File: config.mk
export PLATFORM = sky130hd
export DESIGN_NAME = armCore
export DESIGN_NICKNAME = d
export VERILOG_FILES = /design/src/armCtrlPkg.sv /design/src/armIsaPkg.sv /design/src/armAlu.sv /design/src/armCondUnit.sv /design/src/armCore.sv /design/src/armDatapath.sv /design/src/armDecoder.sv /design/src/armRegFile.sv
export SDC_FILE = /design/constraint.sdc
export NUM_CORES = 2
export LEC_CHECK = 0
export ABC_AREA = 1
export BUFFER_PORTS_ARGS = -buffer_cell sky130_fd_sc_hd__buf_2
export CAP_MARGIN = 20
export CORE_ASPECT_RATIO = 1.5
export CORE_UTILIZATION = 45
export CTS_BUF_LIST = sky130_fd_sc_hd__clkbuf_16
export CTS_CLUSTER_SIZE = 20
export DETAILED_ROUTE_END_ITERATION = 10
export PLACE_DENSITY = 0.68
export SLEW_MARGIN = 20
export SYNTH_ARGS = -nofsm -noshare
export SYNTH_HDL_FRONTEND = slang
export SYNTH_SLANG_ARGS = --single-unit
File: constraint.sdc
create_clock -name clk -period 24.5 [get_ports clk]
set_clock_uncertainty 0.1 [all_clocks]
set_input_delay 1.225 -clock clk [delete_from_list [all_inputs] [get_ports clk]]
set_output_delay 1.225 -clock clk [all_outputs]
set_load 0.02 [all_outputs]
File: src/armCtrlPkg.sv
//##########################################################################
// Control types shared by the decoder, condition unit and datapath
// The control word travels as one struct from the decoder; the ALU
// reports its flags as a struct to the condition unit
//##########################################################################
package armCtrlPkg;

   typedef enum logic [1:0] {
      aluAdd,
      aluSub,
      aluAnd,
      aluOrr
   } aluOpT;

   // Which immediate the extender builds
   typedef enum logic [1:0] {
      immByte,     // Zero-extended imm8
      immOffset,   // Zero-extended imm12
      immBranch    // Sign-extended imm24, word scaled
   } immSrcT;

   typedef struct packed {
      logic neg;
      logic zero;
      logic carry;
      logic overflow;
   } flagsT;

   typedef struct packed {
      logic   regSrcA;    // Read R15 on port A
      logic   regSrcB;    // Read rd on port B
      immSrcT immSrc;
      logic   aluSrc;     // Immediate as operand B
      logic   memToReg;
      logic   regW;
      logic   memW;
      logic   pcS;        // Request PC load
      aluOpT  aluOp;
      logic   flagWNz;
      logic   flagWCv;
   } ctrlT;

endpackage

File: src/armIsaPkg.sv
//##########################################################################
// Instruction set encoding for the single-cycle ARMv4 subset core
// Word and register types, the instruction field layout and the names
// of the condition, opcode and command values
// Imported by every RTL module and by the reference model
//##########################################################################
package armIsaPkg;

   localparam int dataWidth = 32;
   localparam int regCount  = 16;
   localparam int pcRegIdx  = 15;   // R15 names the PC
   localparam int pcStep    = 4;    // Bytes per instruction

   typedef logic [dataWidth-1:0]        wordT;
   typedef logic [$clog2(regCount)-1:0] regAddrT;

   // Condition field, bits 31:28
   typedef logic [3:0] condT;
   localparam condT condEq = 4'b0000;   // Z
   localparam condT condNe = 4'b0001;   // !Z
   localparam condT condCs = 4'b0010;   // C
   localparam condT condCc = 4'b0011;   // !C
   localparam condT condMi = 4'b0100;   // N
   localparam condT condPl = 4'b0101;   // !N
   localparam condT condVs = 4'b0110;   // V
   localparam condT condVc = 4'b0111;   // !V
   localparam condT condHi = 4'b1000;   // Unsigned higher
   localparam condT condLs = 4'b1001;   // Unsigned lower or same
   localparam condT condGe = 4'b1010;   // N == V
   localparam condT condLt = 4'b1011;   // N != V
   localparam condT condGt = 4'b1100;
   localparam condT condLe = 4'b1101;
   localparam condT condAl = 4'b1110;   // Always

   // Opcode, bits 27:26; 2'b11 is not used
   typedef logic [1:0] opT;
   localparam opT opDataProc = 2'b00;
   localparam opT opMemory   = 2'b01;
   localparam opT opBranch   = 2'b10;

   // Funct is I, cmd[3:0], S for data processing
   typedef logic [5:0] functT;

   typedef logic [3:0] cmdT;
   localparam cmdT cmdAnd = 4'b0000;
   localparam cmdT cmdSub = 4'b0010;
   localparam cmdT cmdAdd = 4'b0100;
   localparam cmdT cmdOrr = 4'b1100;

   typedef struct packed {
      condT        cond;
      opT          op;
      functT       funct;
      regAddrT     rn;
      regAddrT     rd;
      logic [11:0] operand2;   // imm8, rm or imm12
   } instrT;

endpackage

File: src/armAlu.sv
//##########################################################################
// ALU of the single-cycle core
// Add, subtract, and, or on two words with NZCV flags; subtract runs
// through the same adder as a plus inverted b plus one
//##########################################################################
`timescale 1ns/1ps

module armAlu (
   input  armIsaPkg::wordT   a,
   input  armIsaPkg::wordT   b,
   input  armCtrlPkg::aluOpT aluOp,
   output armIsaPkg::wordT   result,
   output armCtrlPkg::flagsT flags
);
   import armIsaPkg::*;
   import armCtrlPkg::*;

   logic               isSub;
   logic               isArith;
   wordT               bOperand;
   logic [dataWidth:0] sum;   // Extra bit is carry out

   assign isSub    = (aluOp == aluSub);
   assign isArith  = (aluOp == aluAdd) | isSub;
   assign bOperand = isSub ? ~b : b;
   assign sum      = {1'b0, a} + {1'b0, bOperand} + (dataWidth + 1)'(isSub);

   always_comb
   begin
      case (aluOp)
         aluAnd:  result = a & b;
         aluOrr:  result = a | b;
         default: result = sum[dataWidth-1:0];   // Add and sub
      endcase
   end

   assign flags.neg   = result[dataWidth-1];
   assign flags.zero  = (result == '0);
   assign flags.carry = isArith & sum[dataWidth];
   // Operands agree in sign, sum does not
   assign flags.overflow = isArith
                         & ~(a[dataWidth-1] ^ bOperand[dataWidth-1])
                         & (a[dataWidth-1] ^ sum[dataWidth-1]);

endmodule

File: src/armCondUnit.sv
//##########################################################################
// Condition unit of the single-cycle core
// Holds the NZ and CV flag groups, evaluates the condition field of the
// current instruction and gates every write request with the result
//##########################################################################
`timescale 1ns/1ps

module armCondUnit (
   input  logic              clk,
   input  logic              reset,
   input  armIsaPkg::condT   cond,
   input  armCtrlPkg::flagsT aluFlags,
   input  armCtrlPkg::ctrlT  ctrl,
   output logic              regWrite,
   output logic              memWrite,
   output logic              pcSrc
);
   import armIsaPkg::*;
   import armCtrlPkg::*;

   flagsT flags;
   logic  condEx;
   logic  ge;

   // NZ and CV update as separate groups
   always_ff @(posedge clk, posedge reset)
   begin
      if (reset)
         flags <= '0;
      else
      begin
         if (ctrl.flagWNz && condEx)
         begin
            flags.neg  <= aluFlags.neg;
            flags.zero <= aluFlags.zero;
         end
         if (ctrl.flagWCv && condEx)
         begin
            flags.carry    <= aluFlags.carry;
            flags.overflow <= aluFlags.overflow;
         end
      end
   end

   assign ge = (flags.neg == flags.overflow);   // Signed greater or equal

   always_comb
   begin
      case (cond)
         condEq:  condEx = flags.zero;
         condNe:  condEx = ~flags.zero;
         condCs:  condEx = flags.carry;
         condCc:  condEx = ~flags.carry;
         condMi:  condEx = flags.neg;
         condPl:  condEx = ~flags.neg;
         condVs:  condEx = flags.overflow;
         condVc:  condEx = ~flags.overflow;
         condHi:  condEx = flags.carry & ~flags.zero;
         condLs:  condEx = ~flags.carry | flags.zero;
         condGe:  condEx = ge;
         condLt:  condEx = ~ge;
         condGt:  condEx = ~flags.zero & ge;
         condLe:  condEx = flags.zero | ~ge;
         condAl:  condEx = 1'b1;
         default: condEx = 1'b0;   // 4'b1111 never executes
      endcase
   end

   assign regWrite = ctrl.regW & condEx;
   assign memWrite = ctrl.memW & condEx;
   assign pcSrc    = ctrl.pcS  & condEx;

   // Stores and register writes come from disjoint decodes
   noStoreAndWrite: assert property (@(posedge clk) disable iff (reset)
      !(memWrite && regWrite));

endmodule

File: src/armCore.sv
//##########################################################################
// Top level of the single-cycle ARMv4 subset core
// One instruction per clock from the instruction port; data memory is
// addressed by aluResult and answers readData in the same cycle
//##########################################################################
`timescale 1ns/1ps

module armCore (
   input  logic             clk,
   input  logic             reset,
   input  armIsaPkg::instrT instr,
   input  armIsaPkg::wordT  readData,
   output armIsaPkg::wordT  pc,
   output armIsaPkg::wordT  aluResult,
   output armIsaPkg::wordT  writeData,
   output logic             memWrite
);
   import armIsaPkg::*;
   import armCtrlPkg::*;

   ctrlT  ctrl;       // Ungated decode
   flagsT aluFlags;
   logic  regWrite;
   logic  pcSrc;

   armDecoder decoder_i (
      .op    (instr.op),
      .funct (instr.funct),
      .rd    (instr.rd),
      .ctrl  (ctrl)
   );

   armCondUnit condUnit_i (
      .clk      (clk),
      .reset    (reset),
      .cond     (instr.cond),
      .aluFlags (aluFlags),
      .ctrl     (ctrl),
      .regWrite (regWrite),
      .memWrite (memWrite),
      .pcSrc    (pcSrc)
   );

   armDatapath datapath_i (
      .clk       (clk),
      .reset     (reset),
      .instr     (instr),
      .ctrl      (ctrl),
      .regWrite  (regWrite),
      .pcSrc     (pcSrc),
      .readData  (readData),
      .pc        (pc),
      .aluResult (aluResult),
      .writeData (writeData),
      .aluFlags  (aluFlags)
   );

endmodule

File: src/armDatapath.sv
//##########################################################################
// Datapath of the single-cycle core
// PC register and next-PC select, register address and immediate
// selection, operand and write-back muxes around register file and ALU
// Steered by the control word and the gated strobes of the condition unit
//##########################################################################
`timescale 1ns/1ps

module armDatapath (
   input  logic              clk,
   input  logic              reset,
   input  armIsaPkg::instrT  instr,
   input  armCtrlPkg::ctrlT  ctrl,
   input  logic              regWrite,
   input  logic              pcSrc,
   input  armIsaPkg::wordT   readData,
   output armIsaPkg::wordT   pc,
   output armIsaPkg::wordT   aluResult,
   output armIsaPkg::wordT   writeData,
   output armCtrlPkg::flagsT aluFlags
);
   import armIsaPkg::*;
   import armCtrlPkg::*;

   wordT        pcPlus4;
   wordT        pcPlus8;
   wordT        pcNext;
   wordT        extImm;
   wordT        srcA;
   wordT        srcB;
   wordT        result;
   regAddrT     ra1;
   regAddrT     ra2;
   logic        rfWrite;
   logic [23:0] imm24;

   assign pcPlus4 = pc + wordT'(pcStep);
   assign pcPlus8 = pcPlus4 + wordT'(pcStep);   // What R15 reads as
   assign pcNext  = pcSrc ? result : pcPlus4;

   always_ff @(posedge clk, posedge reset)
   begin
      if (reset)
         pc <= '0;
      else
         pc <= pcNext;
   end

   assign ra1 = ctrl.regSrcA ? regAddrT'(pcRegIdx) : instr.rn;
   assign ra2 = ctrl.regSrcB ? instr.rd : instr.operand2[3:0];   // rd or rm

   assign imm24 = instr[23:0];

   always_comb
   begin
      case (ctrl.immSrc)
         immByte:   extImm = {24'b0, instr.operand2[7:0]};
         immOffset: extImm = {20'b0, instr.operand2};
         immBranch: extImm = {{6{imm24[23]}}, imm24, 2'b00};
         default:   extImm = '0;
      endcase
   end

   // R15 destination goes to the PC only
   assign rfWrite = regWrite & (instr.rd != regAddrT'(pcRegIdx));

   armRegFile regFile_i (
      .clk   (clk),
      .reset (reset),
      .we    (rfWrite),
      .ra1   (ra1),
      .ra2   (ra2),
      .wa    (instr.rd),
      .wd    (result),
      .r15   (pcPlus8),
      .rd1   (srcA),
      .rd2   (writeData)
   );

   assign srcB = ctrl.aluSrc ? extImm : writeData;

   armAlu alu_i (
      .a      (srcA),
      .b      (srcB),
      .aluOp  (ctrl.aluOp),
      .result (aluResult),
      .flags  (aluFlags)
   );

   assign result = ctrl.memToReg ? readData : aluResult;   // Load or ALU

endmodule

File: src/armDecoder.sv
//##########################################################################
// Instruction decoder of the single-cycle core
// Turns opcode, funct and rd into the unconditional control word;
// the condition unit gates its write requests afterwards
//##########################################################################
`timescale 1ns/1ps

module armDecoder (
   input  armIsaPkg::opT    op,
   input  armIsaPkg::functT funct,
   input  armIsaPkg::regAddrT rd,
   output armCtrlPkg::ctrlT ctrl
);
   import armIsaPkg::*;
   import armCtrlPkg::*;

   cmdT  cmd;
   logic branch;

   assign cmd = funct[4:1];

   always_comb
   begin
      ctrl   = '0;
      branch = 1'b0;
      case (op)
         opDataProc:
         begin
            ctrl.immSrc = immByte;
            ctrl.aluSrc = funct[5];   // I bit
            ctrl.regW   = 1'b1;
            case (cmd)
               cmdSub:  ctrl.aluOp = aluSub;
               cmdAnd:  ctrl.aluOp = aluAnd;
               cmdOrr:  ctrl.aluOp = aluOrr;
               default: ctrl.aluOp = aluAdd;
            endcase
            ctrl.flagWNz = funct[0];
            // Logical ops leave C and V alone
            ctrl.flagWCv = funct[0] & ((cmd == cmdAdd) | (cmd == cmdSub));
         end
         opMemory:
         begin
            ctrl.regSrcB = 1'b1;        // Store data from rd
            ctrl.immSrc  = immOffset;
            ctrl.aluSrc  = 1'b1;
            ctrl.aluOp   = aluAdd;      // Base plus offset
            if (funct[0])               // L bit
            begin
               ctrl.memToReg = 1'b1;
               ctrl.regW     = 1'b1;
            end
            else
               ctrl.memW = 1'b1;
         end
         opBranch:
         begin
            ctrl.regSrcA = 1'b1;        // PC+8 as base
            ctrl.immSrc  = immBranch;
            ctrl.aluSrc  = 1'b1;
            ctrl.aluOp   = aluAdd;
            branch       = 1'b1;
         end
         default: ;                     // Unused opcode does nothing
      endcase
      // Any write to R15 becomes a jump
      ctrl.pcS = branch | (ctrl.regW & (rd == regAddrT'(pcRegIdx)));
      opcodeUsed: assert (op !== 2'b11)
         else $error("Unused opcode 2'b11 decoded");
   end

endmodule

File: src/armRegFile.sv
//##########################################################################
// Register file of the single-cycle core
// R0 to R14 with two combinational read ports and one write port;
// address fifteen reads the supplied PC+8 instead of storage
//##########################################################################
`timescale 1ns/1ps

module armRegFile (
   input  logic               clk,
   input  logic               reset,
   input  logic               we,
   input  armIsaPkg::regAddrT ra1,
   input  armIsaPkg::regAddrT ra2,
   input  armIsaPkg::regAddrT wa,
   input  armIsaPkg::wordT    wd,
   input  armIsaPkg::wordT    r15,
   output armIsaPkg::wordT    rd1,
   output armIsaPkg::wordT    rd2
);
   import armIsaPkg::*;

   wordT regs [0:pcRegIdx-1];   // No storage behind R15

   always_ff @(posedge clk, posedge reset)
   begin
      if (reset)
         for (int i = 0; i < pcRegIdx; i++)
            regs[i] <= '0;
      else if (we)
         regs[wa] <= wd;
   end

   assign rd1 = (ra1 == regAddrT'(pcRegIdx)) ? r15 : regs[ra1];
   assign rd2 = (ra2 == regAddrT'(pcRegIdx)) ? r15 : regs[ra2];

   // Datapath diverts R15 writes to the PC
   noPcWrite: assert property (@(posedge clk) disable iff (reset)
      we |-> (wa != regAddrT'(pcRegIdx)));

endmodule

==> out/metrics.cfg <==
[detailed_routing]
vias=37710
drtIter0Drc=4497
drtAntennaViolNets=0
firstDrtPassIters=6
wl_per_cell_um=25.17
drt_wl_total_um=156700
avgViaCountPerCell=6.057
remaining_drc_errors=0

[critical_path]
startpoint_type=input pin
end_kind=primary output
reg2reg_depth=27
critPathMaxFanout=91
cp.arrival_ps=8060
reg2reg_from=datapath_i.pc[2]
reg2reg_slack_ps=16940
reg2reg_to=datapath_i.regFile_i.regs[380]
path_class=in2out
crit_required_ps=23170

[final_layout]
fillerInstances=7883
final_cell_area_um2=37750
final_net_count=5279
syn2layout_area_growth_pct=7.831
multi_input_area_um2=18920
layout-drive-gt1-share_pct=8.992
final_cells=6226
seq_area_um2=12910

[placed_design]
port_buffers=162
placed_cells=6128
preCtsSetupSlack_ps=15340
hpwl_um=102900
place_congestion=1.081
placed_area_um2=36060

[timing]
period_share_pct=38.32
fin_setup_tns_ps=0
slew_headroom_pct=10.43
timing.fmax_mhz=106.5
setup_viol_count_final=0
rsz0062_at_grt=no
holdWs_ps=380.8
worst_pin_slew_ps=1335
hold_viol=0
finalCriticalPeriod_ps=9389
report.final.slew_viol_count=0
layout_setup_ws_ps=15110

[cts]
root_buffer=clkbuf_16
hold_buffers=0
clock_latency_ps=650
cts_tree=yes
cts_buffers=51
clk_pin_slew_worst_paths_ps=60
post-cts-setup-buffers=0
cts_max_level=2
cts_resized=0
cts_buffer_depth=3
cts.sinks=516

[die]
io_pins=163
dieArea_um2=78940
die_w_um=229.7
rows=124
initial_utilization_pct=45.68
dieHeight_um=343.6
core_um2=76640

[min_path]
min_from=datapath_i.regFile_i.regs[219]
hold_class=reg2reg
worstHoldPathCells=2
min_to=datapath_i.regFile_i.regs[219]

[yosys]
netlist_instances=5230
synth_area_leaders=dfrtp_1, nand2_1, o21ai_0
synth_top_cell_area_share_pct=36.88
async_flop_share_pct=100.0
synth_ff_type=dfrtp_1
synth_top_cell_by_area=dfrtp_1
synth.cells.most_frequent=nand2_1, o21ai_0, nand3_1
syn_area_per_cell_um2=6.694
ys_ff_latch=516
synth_area_um2=35010
yosys_warnings=0
yosys.cell_types.count=62
yosysSeqAreaShare_pct=36.88
yosysMostFrequentCell=nand2_1
synth.net_count=5335
synth_edf_count=0

[flow_run]
maxCapViolCount=0

[power_and_ir_drop]
worst_ir_drop_vdd_mv=0.05287
p_per_area_nw_per_um2=110.1
leakage_nw=17.63

[run_status]
status=completed

[grt]
grt_antenna_before_repair=8
grt_pass1_wl_um=230800
grt_pass1_vias=35450
grt-ovfl-total=0
grt_max_degree=197
grt_usage_pct=39.35

layer usage:
layer	global-route usage [%]	part of all wire, %	vias to the layer above
li1	-	-	17190
met1	45.45	36	17690
met2	61.80	44	2178
met3	9.649	10	649
met4	32.78	9.9	6
met5	0	0.024	-
critical path, cell delays in order:
cell and delay [ps]:
buf_2 130, inv_1 70, ha_1 140, buf_4 270
inv_1 190, nand2_2 160, nand2_8 340, nand2_1 1020
buf_4 450, o221ai_1 150, nand2_1 90, nand3_1 180
o21ai_1 340, o21ai_1 230, xor2_1 190, ha_1 410
a21oi_1 340, o21ai_0 190, a21oi_1 220, inv_1 60
nand2_1 50, nand3_1 160, a21boi_0 340, o21ai_0 190
o21ai_0 510, nand2_1 130, buf_2 180
per-stage QoR:
step / util [%] / power, mW
after global placement: 47.05 / 3.248
after global routing: 49.25 / 4.379
after detailed placement: 47.05 / 3.271
after CTS: 49.20 / 4.079
final: 49.25 / 4.156
after floorplan: - / 2.582
cell type report:
type / instances / area share [%]
multi-input cells: 3957 / 50.13
flip-flops and latches: 516 / 34.21
inverters: 405 / 4.060
repair buffers: 243 / 3.878
clock buffers: 53 / 3.513
well taps: 1008 / 3.341
clock inverters: 42 / 0.8584
diodes: 2 / 0.01326
sequential cells by signal, indices dropped and copies added, names as in the netlist:
signal and flops:
datapath_i.regFile_i.regs 480, datapath_i.pc 32, condUnit_i.flags 4
placed cells by master, fill, tap and decap left out, types with 3 or more instances in the layout:
| cell type | instances |
|---|---|
| a31oi_1 | 10 |
| ha_1 | 38 |
| nor2_4 | 15 |
| o21bai_1 | 3 |
| inv_2 | 31 |
| clkinv_1 | 21 |
| nor4_1 | 4 |
| a21oi_1 | 233 |
| o221ai_1 | 30 |
| o22ai_1 | 34 |
| nand2_1 | 1633 |
| buf_4 | 78 |
| bufinv_16 | 5 |
| nor2_2 | 14 |
| dfrtp_1 | 516 |
| o211ai_1 | 49 |
| nor2_1 | 244 |
| a21oi_2 | 4 |
| or2_2 | 8 |
| o21ai_0 | 661 |
| nand2_2 | 11 |
| nand3_2 | 3 |
| a21boi_0 | 5 |
| nand3_1 | 651 |
| o21ai_2 | 47 |
| xnor2_1 | 3 |
| nor3_1 | 14 |
| nand4_1 | 27 |
| nand3b_1 | 6 |
| o21a_1 | 3 |
| clkinv_2 | 4 |
| clkbuf_16 | 53 |
| xor2_1 | 41 |
| buf_2 | 162 |
| a221oi_1 | 3 |
| inv_1 | 378 |
| o21ai_1 | 124 |
| o21ai_4 | 6 |
worst max-delay path by stage:
stage | start | endpoint | slack (ps) | cells past startpoint
floorplan | reset | condUnit_i.flags[0] | 8760 | 1
finish | instr[27] | aluResult[28] | 15110 | 27
CTS | instr[27] | aluResult[28] | 15300 | 28
global route | instr[27] | aluResult[28] | 14810 | 28
detailed placement | instr[27] | aluResult[28] | 15340 | 28
global placement | instr[27] | aluResult[28] | 15490 | 28
report_power, final:
part           internal (mW)  switching, mW
registers               1.17          0.250
clock network          0.444          0.367
logic                  0.535           1.39
kinds of logic after synthesis:
kind of cell               count (synthesis)  share of synthesized area (%)
and+or+nand+nor                         2645                          31.82
AOI/OAI and AO/OA                       1227                          19.22
buffers and inverters                    757                          9.478
DFF                                      516                          36.88
xor gates and xnor gates                  45                          1.147
adders and majority gates                 39                          1.415
muxes                                      1                        0.03930
No activity file was read; power rests on OpenSTA's default activity.
